## src/logic/bp_pkg.sv

```systemverilog
/*
  branch prediction unit shared sizes, encodings and bundle types
*/
`default_nettype none

package bp_pkg;

  localparam int lane_count   = 4;  // slots per fetch bundle, one bank each
  localparam int set_count    = 4;  // counter sets per bank
  localparam int set_bits     = 2;
  localparam int lane_bits    = 2;
  localparam int operand_bits = 8;  // resolve compare width

  // two-bit saturating counter, upper bit is the taken prediction
  typedef enum logic [1:0] {
    strong_not_taken = 2'd0,
    weak_not_taken   = 2'd1,
    weak_taken       = 2'd2,
    strong_taken     = 2'd3
  } counter_e;

  typedef enum logic [1:0] {
    op_alu = 2'd0,  // not a branch
    op_beq = 2'd1,  // taken on equal operands
    op_bne = 2'd2,  // taken on differing operands
    op_jmp = 2'd3   // unconditional, table never consulted
  } opcode_e;

  typedef struct packed {
    logic [set_bits-1:0]           set;
    opcode_e [lane_count-1:0]      op;  // op[0] is the oldest slot
  } fetch_bundle_t;

  typedef struct packed {
    logic                          valid;
    logic [set_bits-1:0]           set;
    logic [lane_count-1:0]         branch_mask;  // beq / bne slots
    logic [lane_count-1:0]         jump_mask;
  } decoded_t;

  typedef struct packed {
    logic [set_bits-1:0]           set;
    logic [lane_bits-1:0]          slot;
    opcode_e                       op;
    logic [operand_bits-1:0]       operand_a;
    logic [operand_bits-1:0]       operand_b;
    logic                          predicted;  // bit the branch was steered with
  } resolve_t;

  typedef struct packed {
    logic                          enable;
    logic [set_bits-1:0]           set;
    logic [lane_bits-1:0]          slot;
    logic                          taken;
  } counter_update_t;

  typedef struct packed {
    logic                          valid;
    logic                          taken;
    logic [lane_bits-1:0]          slot;
    logic                          flush;
  } steer_t;

endpackage

`default_nettype wire
```

## src/logic/branch_predict_unit.sv

```systemverilog
/*
  fetch side branch prediction unit, four slot bundles steered by a
  banked two-bit counter table trained from resolved branches
*/
`timescale 1ns/1ps
`default_nettype none

module branch_predict_unit (
  input  logic                            clock,
  input  logic                            rst_n,
  input  logic                            fetch_valid,
  input  bp_pkg::fetch_bundle_t           fetch,
  input  logic                            stall,
  input  logic                            resolve_valid,
  input  bp_pkg::resolve_t                resolve,
  output bp_pkg::steer_t                  steer,
  output logic [bp_pkg::lane_count-1:0]   prediction,
  output logic                            mispredict
);

  logic [bp_pkg::set_bits-1:0] lookup_set;  // raw set index into the table
  bp_pkg::decoded_t            decoded;     // registered slot masks
  bp_pkg::counter_update_t     update;      // training from execute

  // decode stage
  bundle_decode decode_i (
    .clock       (clock),
    .rst_n       (rst_n),
    .fetch_valid (fetch_valid),
    .fetch       (fetch),
    .stall       (stall),
    .lookup_set  (lookup_set),
    .decoded     (decoded)
  );

  // counter table, prediction also goes straight out
  pattern_table table_i (
    .clock      (clock),
    .rst_n      (rst_n),
    .stall      (stall),
    .lookup_set (lookup_set),
    .update     (update),
    .prediction (prediction)
  );

  // execute stage, keeps training while fetch stalls
  branch_resolve resolve_i (
    .clock         (clock),
    .rst_n         (rst_n),
    .resolve_valid (resolve_valid),
    .resolve       (resolve),
    .update        (update),
    .mispredict    (mispredict)
  );

  steer_select select_i (
    .stall      (stall),
    .decoded    (decoded),
    .prediction (prediction),
    .mispredict (mispredict),
    .steer      (steer)
  );

endmodule

`default_nettype wire

```

## src/logic/steer_select.sv

```systemverilog
/*
  result stage, picks the oldest slot that redirects fetch
  and passes a pending misprediction flush along with it
*/
`timescale 1ns/1ps
`default_nettype none

module steer_select (
  input  logic                            stall,
  input  bp_pkg::decoded_t                decoded,
  input  logic [bp_pkg::lane_count-1:0]   prediction,
  input  logic                            mispredict,
  output bp_pkg::steer_t                  steer
);

  logic [bp_pkg::lane_count-1:0] redirect;  // slots that change fetch flow
  logic [bp_pkg::lane_bits-1:0]  first;     // lowest redirecting slot
  logic                          any;

  // jumps always redirect, branches only when predicted taken
  assign redirect = decoded.jump_mask | (decoded.branch_mask & prediction);

  // lowest index wins, scan from the top so the last hit is the oldest
  always_comb begin
    first = '0;
    any   = 1'b0;
    for (int i = bp_pkg::lane_count - 1; i >= 0; i--) begin
      if (redirect[i]) begin
        first = bp_pkg::lane_bits'(i);
        any   = 1'b1;
      end
    end
  end

  always_comb begin
    steer.valid = decoded.valid && !stall;  // held bundle not reported twice
    steer.taken = any;
    steer.slot  = first;                    // zero when nothing redirects
    steer.flush = mispredict;               // flush outranks the prediction
  end

endmodule

`default_nettype wire

```

## src/logic/branch_resolve.sv

```systemverilog
/*
  execute side of the predictor, evaluates resolved branches,
  issues counter updates and registers mispredictions
*/
`timescale 1ns/1ps
`default_nettype none

module branch_resolve (
  input  logic                      clock,
  input  logic                      rst_n,
  input  logic                      resolve_valid,
  input  bp_pkg::resolve_t          resolve,
  output bp_pkg::counter_update_t   update,
  output logic                      mispredict
);

  logic taken;        // actual outcome of the resolving op
  logic conditional;  // beq or bne, the only ops the table tracks
  logic wrong;        // outcome disagrees with the steering bit

  // outcome from opcode and operand compare
  always_comb begin
    case (resolve.op)
      bp_pkg::op_beq: taken = (resolve.operand_a == resolve.operand_b);
      bp_pkg::op_bne: taken = (resolve.operand_a != resolve.operand_b);
      bp_pkg::op_jmp: taken = 1'b1;
      default:        taken = 1'b0;  // alu never redirects
    endcase
  end

  assign conditional = (resolve.op == bp_pkg::op_beq) ||
                       (resolve.op == bp_pkg::op_bne);

  // jumps are not predicted by the table so they cannot be wrong
  assign wrong = resolve_valid && conditional && (taken != resolve.predicted);

  // update goes to the table in the same cycle
  always_comb begin
    update.enable = resolve_valid && conditional;
    update.set    = resolve.set;
    update.slot   = resolve.slot;
    update.taken  = taken;
  end

  // one cycle pulse, lands while steer carries the flush
  always_ff @(posedge clock or negedge rst_n) begin
    if (!rst_n)
      mispredict <= 1'b0;
    else
      mispredict <= wrong;
  end

endmodule

`default_nettype wire

```

## src/logic/pattern_table.sv

```systemverilog
/*
  banked pattern table, one bank of two-bit counters per slot position
  with a registered prediction vector and one update per cycle
*/
`timescale 1ns/1ps
`default_nettype none

module pattern_table (
  input  logic                            clock,
  input  logic                            rst_n,
  input  logic                            stall,
  input  logic [bp_pkg::set_bits-1:0]     lookup_set,
  input  bp_pkg::counter_update_t         update,
  output logic [bp_pkg::lane_count-1:0]   prediction
);

  // bank[slot][set]
  bp_pkg::counter_e bank [bp_pkg::lane_count][bp_pkg::set_count];

  // saturating step, taken counts up and not taken counts down
  function automatic bp_pkg::counter_e next_count(
    input bp_pkg::counter_e cur,
    input logic             taken
  );
    bp_pkg::counter_e nxt;
    nxt = cur;
    if (taken) begin
      if (cur != bp_pkg::strong_taken)
        nxt = bp_pkg::counter_e'(cur + 2'd1);
    end else begin
      if (cur != bp_pkg::strong_not_taken)
        nxt = bp_pkg::counter_e'(cur - 2'd1);
    end
    return nxt;
  endfunction

  // prediction flop, reads every bank at the same set
  always_ff @(posedge clock or negedge rst_n) begin
    if (!rst_n) begin
      prediction <= '0;
    end else if (!stall) begin
      for (int b = 0; b < bp_pkg::lane_count; b++)
        prediction[b] <= bank[b][lookup_set][1];  // upper bit means taken
    end
  end

  // counter storage
  // a lookup on the same edge as an update still sees the old count
  always_ff @(posedge clock or negedge rst_n) begin
    if (!rst_n) begin
      for (int b = 0; b < bp_pkg::lane_count; b++) begin
        for (int s = 0; s < bp_pkg::set_count; s++)
          bank[b][s] <= bp_pkg::weak_not_taken;  // start weakly not taken
      end
    end else if (update.enable) begin
      // single write port, slot picks the bank and set picks the entry
      bank[update.slot][update.set] <=
        next_count(bank[update.slot][update.set], update.taken);
    end
  end

endmodule

`default_nettype wire

```

## src/logic/bundle_decode.sv

```systemverilog
/*
  bundle decode, classifies four fetch slots into branch and jump masks
  and registers them in step with the pattern table read
*/
`timescale 1ns/1ps
`default_nettype none

module bundle_decode (
  input  logic                          clock,
  input  logic                          rst_n,
  input  logic                          fetch_valid,
  input  bp_pkg::fetch_bundle_t         fetch,
  input  logic                          stall,
  output logic [bp_pkg::set_bits-1:0]   lookup_set,
  output bp_pkg::decoded_t              decoded
);

  logic [bp_pkg::lane_count-1:0] branch_mask;  // conditional slots this cycle
  logic [bp_pkg::lane_count-1:0] jump_mask;    // unconditional slots this cycle

  // table index goes out unregistered, table does the flop
  assign lookup_set = fetch.set;

  // per slot opcode classification
  always_comb begin
    branch_mask = '0;
    jump_mask   = '0;
    for (int i = 0; i < bp_pkg::lane_count; i++) begin
      case (fetch.op[i])
        bp_pkg::op_beq,
        bp_pkg::op_bne: branch_mask[i] = 1'b1;  // needs a counter
        bp_pkg::op_jmp: jump_mask[i]   = 1'b1;  // always redirects
        default: ;                              // alu, nothing to steer
      endcase
    end
  end

  // decode register, aligned with the prediction flop
  always_ff @(posedge clock or negedge rst_n) begin
    if (!rst_n) begin
      decoded <= '0;  // valid low out of reset
    end else if (!stall) begin
      decoded.valid       <= fetch_valid;
      decoded.set         <= fetch.set;
      decoded.branch_mask <= branch_mask;
      decoded.jump_mask   <= jump_mask;
    end
    // stall high holds the whole bundle
  end

endmodule

`default_nettype wire

```

## config.mk

```make
export PLATFORM = sky130hd
export DESIGN_NAME = branch_predict_unit
export DESIGN_NICKNAME = d
export VERILOG_FILES = /design/src/logic/bp_pkg.sv /design/src/logic/branch_predict_unit.sv /design/src/logic/steer_select.sv /design/src/logic/branch_resolve.sv /design/src/logic/pattern_table.sv /design/src/logic/bundle_decode.sv
export SDC_FILE = /design/constraint.sdc
export NUM_CORES = 1
export LEC_CHECK = 0
export BUFFER_PORTS_ARGS = -buffer_cell sky130_fd_sc_hd__buf_2
export CORE_ASPECT_RATIO = 1.25
export CORE_MARGIN = 4
export CORE_UTILIZATION = 60
export CTS_BUF_LIST = sky130_fd_sc_hd__clkbuf_4
export DETAILED_ROUTE_END_ITERATION = 10
export MAX_ROUTING_LAYER = met4
export PLACE_DENSITY = 0.92
export SLEW_MARGIN = 20
export SYNTH_ARGS = -nofsm -noshare
export SYNTH_HDL_FRONTEND = slang
export SYNTH_SLANG_ARGS = --single-unit
```

## constraint.sdc

```tcl
create_clock -name clock -period 4.7 [get_ports clock]
set_input_delay 1.41 -clock clock [delete_from_list [all_inputs] [get_ports clock]]
set_output_delay 1.41 -clock clock [all_outputs]
set_load 0.03 [all_outputs]
```

==> results of run 1 <==
==> placed cells by master, fill, tap and decap left out, types with 3 or more instances in the layout <==
master	count
nand2_1	8
nor2b_1	4
xor2_1	10
nand3_1	5
dfstp_2	16
a21oi_1	3
mux2_2	41
mux4_1	5
clkbuf_4	6
nand2b_1	3
ha_1	4
nor3_1	4
dfrtp_1	30
mux4_2	7
mux2_4	4
buf_2	47
nor2_1	14
==> final cells by class <==
type                    count  area (sq um)  share of cell area
clock inverters             2          10.0             0.00353
clock buffers               6          45.0              0.0159
repair buffers             48           255              0.0900
well taps                  56          70.1              0.0247
multi-input cells         130          1280               0.453
flip-flops and latches     46          1170               0.413
==> logic make-up (layout without fill, tap and decap cells) <==
logic type / Yosys count / in the layout / share of synthesized area
flip-flops: 46 / 46 / 0.462
AND/OR/NAND/NOR: 48 / 48 / 0.0992
XOR/XNOR: 10 / 10 / 0.0345
adder cells (fa/ha/maj): 4 / 4 / 0.0197
AO/OA/AOI/OAI: 11 / 11 / 0.0331
buffers and inverters: 11 / 56 / 0.0321
multiplexers: 57 / 57 / 0.320
==> worst max-delay path, stage by stage <==
cell	delay [ps]
buf_2	270
nor2b_1	80
buf_2	180
==> power breakdown <==
part | leakage, nW | internal, mW | switching [mW] | total [mW]
Sequential | 0.567 | 0.485 | 0.0362 | 0.521
Clock | 0.0354 | 0.0630 | 0.124 | 0.187
Combinational | 0.729 | 0.119 | 0.112 | 0.231
==> sequential cells by signal (all words and copies together) (netlist names) <==
register and flops:
decode_i.decoded 9, resolve_i.mispredict 1, table_i.bank 32, table_i.prediction 4
==> per-layer routing <==
| layer | vias up | global-route usage | share of wire |
|---|---|---|---|
| met2 | 43 | 0.372 | 0.54 |
| met4 | 0 | 0.0772 | 0.030 |
| met5 | - | - | 0 |
| li1 | 781 | - | - |
| met3 | 11 | 0.0448 | 0.038 |
| met1 | 843 | 0.246 | 0.39 |
==> final timing paths <==
path / startpoint / to / slack [ps] / cells past startpoint
max in group asynchronous: rst_n / table_i.bank[4]$_DFFE_PN1P_ / 3240 / 2
setup reg to reg: table_i.bank[12]$_DFFE_PN1P_ / table_i.bank[4]$_DFFE_PN1P_ / 2600 / 5
hold / removal: decode_i.decoded[10]$_DFFE_PN0N_ / decode_i.decoded[10]$_DFFE_PN0N_ / 520 / 1
setup / recovery: stall / steer[4] / 1340 / 3
hold reg to reg: decode_i.decoded[10]$_DFFE_PN0N_ / decode_i.decoded[10]$_DFFE_PN0N_ / 520 / 1
min in group asynchronous: rst_n / table_i.bank[24]$_DFFE_PN1P_ / 1170 / 1
==> metrics.txt, run 1 <==
Final Setup Violations 0; Seq/Total Area, Yosys 0.462; TritonCTS Buffers 5; filler cell count 304; Rel. slew slack 0.574; max frequency 298 MHz; Die Wd 66.2 um; first-pass GRT wire length 8.36 mm; Post-synth ARST share 1.00; die area 5340 sq um; total power 0.940 mW; Via density 5.83; CTS tree yes; worst skew pair latency 360 ps; total gr overflow 0; Clock Skews 13.4 ps; H-tree depth 2; RSZ-0062 raised after global routing false; die height 80.7 um; Synth Area per Inst 13.6 sq um; Rows 26; HPWL Detailed 3.80 mm; antenna violations before repair 0; Total GRT Usage 0.216; Slew Viols, Final 0; worst min path class register to register; routed len/inst 17.2 um; Syn Inst Count 187; min cycle time layout 3360 ps; CP max FO 14; dpl cell area 2760 sq um; Mapped Area 2540 sq um; Least-Margin Pin Slew 639 ps; Yosys top cell area share 0.296; clock sinks 46; Startpoint Class input pin; post-synth top area cell dfrtp_1; 1st-pass router iterations 4; number of synthesized register bits 46; syn_nets 229; final WL 4.95 mm; post-route ant nets 0; Final #Nets 273; postcts setup bufs 0; Final Non-Filler Cells 288; vias 1678; Initial Util 0.619; MaxCap Viol Count 0; Post-CTS Resized 0; top cells by instance count after synthesis mux2_2 (41), dfrtp_1 (30), dfstp_2 (16); I/O Buffers 47; layout cells sized above 1 0.560; DRC 0; crit path DAT 1950 ps; vias in the first global route 1743; Area Growth Syn to Fin 11.8%; post-synth cell types 32; core area 4100 sq um; clock tree buffer depth 2; Clock Tree Root clkbuf_4; placed cells 279; most common cell in the netlist mux2_2; starting DRC count in detailed routing 79; critical path data required time 3290 ps; hold bufs inserted after CTS 0; synth top area cells dfrtp_1 (30%), mux2_2 (18%), dfstp_2 (17%), mux4_2 (6.2%), mux4_1 (5.2%); final worst path period share 0.714; Main synth FF type dfrtp_1; number of synthesized flops with an enable pin 0; final setup margin 1340 ps; YS warnings 0; final instance area 2840 sq um; Hold WS 518 ps; WS Path Type input pin to primary output; status completed; pre-CTS WS 1150 ps; final hold vios 0; RePlAce Congestion 0.885; final setup TNS 0 ps; power per cell area 331 nW/um^2; ANT cells 0; Core Util, Final 0.692; Clock Pin Slew Worst Setup and Hold Paths 140 ps; VDD IR max 0.258 mV; Leak Pwr 1.33 nW; CP Capture Type primary output; largest net degree at the start of global routing 47; I/O pins 48
Note: power is estimated with default switching activity, not from simulation.
==> run 2, diff against run 1 <==
- CORE_UTILIZATION: 60 -> 57
- PLACE_DENSITY: 0.92 -> 0.89
- clock period: 4.7 -> 3.1 ns (I/O delays scaled with it)
==> run 2 against run 1 <==
Effect of this change: combinational power up 57%; sequential power up 52%; sequential share of layout area down 0.091 points; register-to-register slack worse by 1500 ps; clock skew down 9.6 ps; clock power up 51%; routed wire length up 0.95%; hold slack worse by 4.5 ps; total power up 53%; setup slack worse by 800 ps; critical path depth up 4; largest power group unchanged; highest routed layer unchanged.
==> metrics.txt, run 2 (synthesis results as in run 1) <==
status completed; Rel. slew slack 0.467; total power 1.44 mW; final worst path period share 0.823; Initial Util 0.604; TritonCTS Buffers 5; Via density 5.83; CP max FO 17; Reg2Reg Depth 6; critical path data required time 3350 ps; Startpoint Class input pin; final setup TNS 0 ps; die area 5590 sq um; final hold vios 0; min cycle time layout 2550 ps; largest net degree at the start of global routing 39; final setup margin 548 ps; hold bufs inserted after CTS 0; max frequency 392 MHz; most flop-heavy register table_i.bank; vias 1691; Largest regs table_i.bank: 32 flops, decode_i.decoded: 9 flops, table_i.prediction: 4 flops; clock tree buffer depth 2; ANT cells 0; I/O Buffers 47; Leak Pwr 1.34 nW; Clock Skews 3.78 ps; final WL 5.00 mm; Post-CTS Resized 0; power per cell area 505 nW/um^2; Largest register FFs 32; RSZ-0062 raised after global routing false; first-pass GRT wire length 8.36 mm; clock sinks 46; MaxCap Viol Count 0; WHS Path Cells 1; Hold WS 514 ps; Total GRT Usage 0.213; Final Setup Violations 0; HPWL Detailed 3.87 mm; worst skew pair latency 360 ps; Clock Tree Root clkbuf_4; routed len/inst 17.2 um; worst min path class register to register; total gr overflow 0; starting DRC count in detailed routing 84; post-route ant nets 0; I/O pins 48; crit path DAT 2810 ps; CTS tree yes; Clock Pin Slew Worst Setup and Hold Paths 130 ps; Final #Nets 275; vias in the first global route 1714; pre-CTS WS 177 ps; CP Capture Type register; postcts setup bufs 0; Rows 26; WS Path Type input pin to register; Slew Viols, Final 0; commonest non-fill, non-tap cell in the layout buf_2; VDD IR max 0.410 mV; layout cells sized above 1 0.564; die height 82.6 um; Area Growth Syn to Fin 12.0%; H-tree depth 2; 1st-pass router iterations 5; commonest non-fill, non-tap cells in the layout buf_2 (47), mux2_2 (41), dfrtp_1 (30); Die Wd 67.7 um; DRC 0; RePlAce Congestion 0.886; antenna violations before repair 0; Least-Margin Pin Slew 799 ps; core area 4200 sq um
==> run 2: changes by cell type in the layout (fill, tap and decap cells not counted) <==
cell and change:
buf_4 +3, clkinv_4 +1, clkinv_2 -1, buf_12 -1
==> run 2: metrics by stage <==
stage                     utilization  cell area (sq um)  cells
after CTS                       0.677               2840    290
after global placement          0.663               2780    282
after detailed placement        0.663               2780    282
after global routing            0.677               2840    290
after floorplan                     -               2540    187
final                           0.677               2840    290
==> run 2: cell type report <==
class / count / area, sq um
clock buffer: 6 / 45.0
clock inverter: 2 / 13.8
fill: 298 / 1360
multi-input combinational: 130 / 1280
sequential: 46 / 1170
tap: 56 / 70.1
timing repair buffer: 50 / 258
==> run 2: path summary, 6_finish.rpt <==
check / from / end / slack [ps]
setup / recovery: resolve[19] / table_i.bank[1]$_DFFE_PN0P_ / 550
hold / removal: decode_i.decoded[10]$_DFFE_PN0N_ / decode_i.decoded[10]$_DFFE_PN0N_ / 510
setup reg to reg: table_i.bank[31]$_DFFE_PN0P_ / table_i.bank[1]$_DFFE_PN0P_ / 1130
hold reg to reg: decode_i.decoded[10]$_DFFE_PN0N_ / decode_i.decoded[10]$_DFFE_PN0N_ / 510
max in group asynchronous: rst_n / table_i.bank[30]$_DFFE_PN1P_ / 1740
min in group asynchronous: rst_n / decode_i.decoded[3]$_DFFE_PN0N_ / 650
==> run 2: routing by layer <==
layer / share of wire / GRT usage / vias to the layer above
li1: - / - / 780
met4: 0.042 / 0.114 / 0
met3: 0.063 / 0.0487 / 18
met2: 0.52 / 0.351 / 58
met1: 0.37 / 0.239 / 835
met5: 0 / - / -
==> run 2: worst max-delay path: stages <==
cell and delay (ps):
buf_2 330, mux4_2 560, a22oi_2 200, nand3_2 130
nor3_4 170, a21oi_2 150, mux2_2 320
==> run 2: power by group <==
part / switching [mW] / total (mW) / internal (mW)
registers: 0.0554 / 0.791 / 0.736
clock network: 0.185 / 0.283 / 0.0980
logic: 0.174 / 0.362 / 0.187
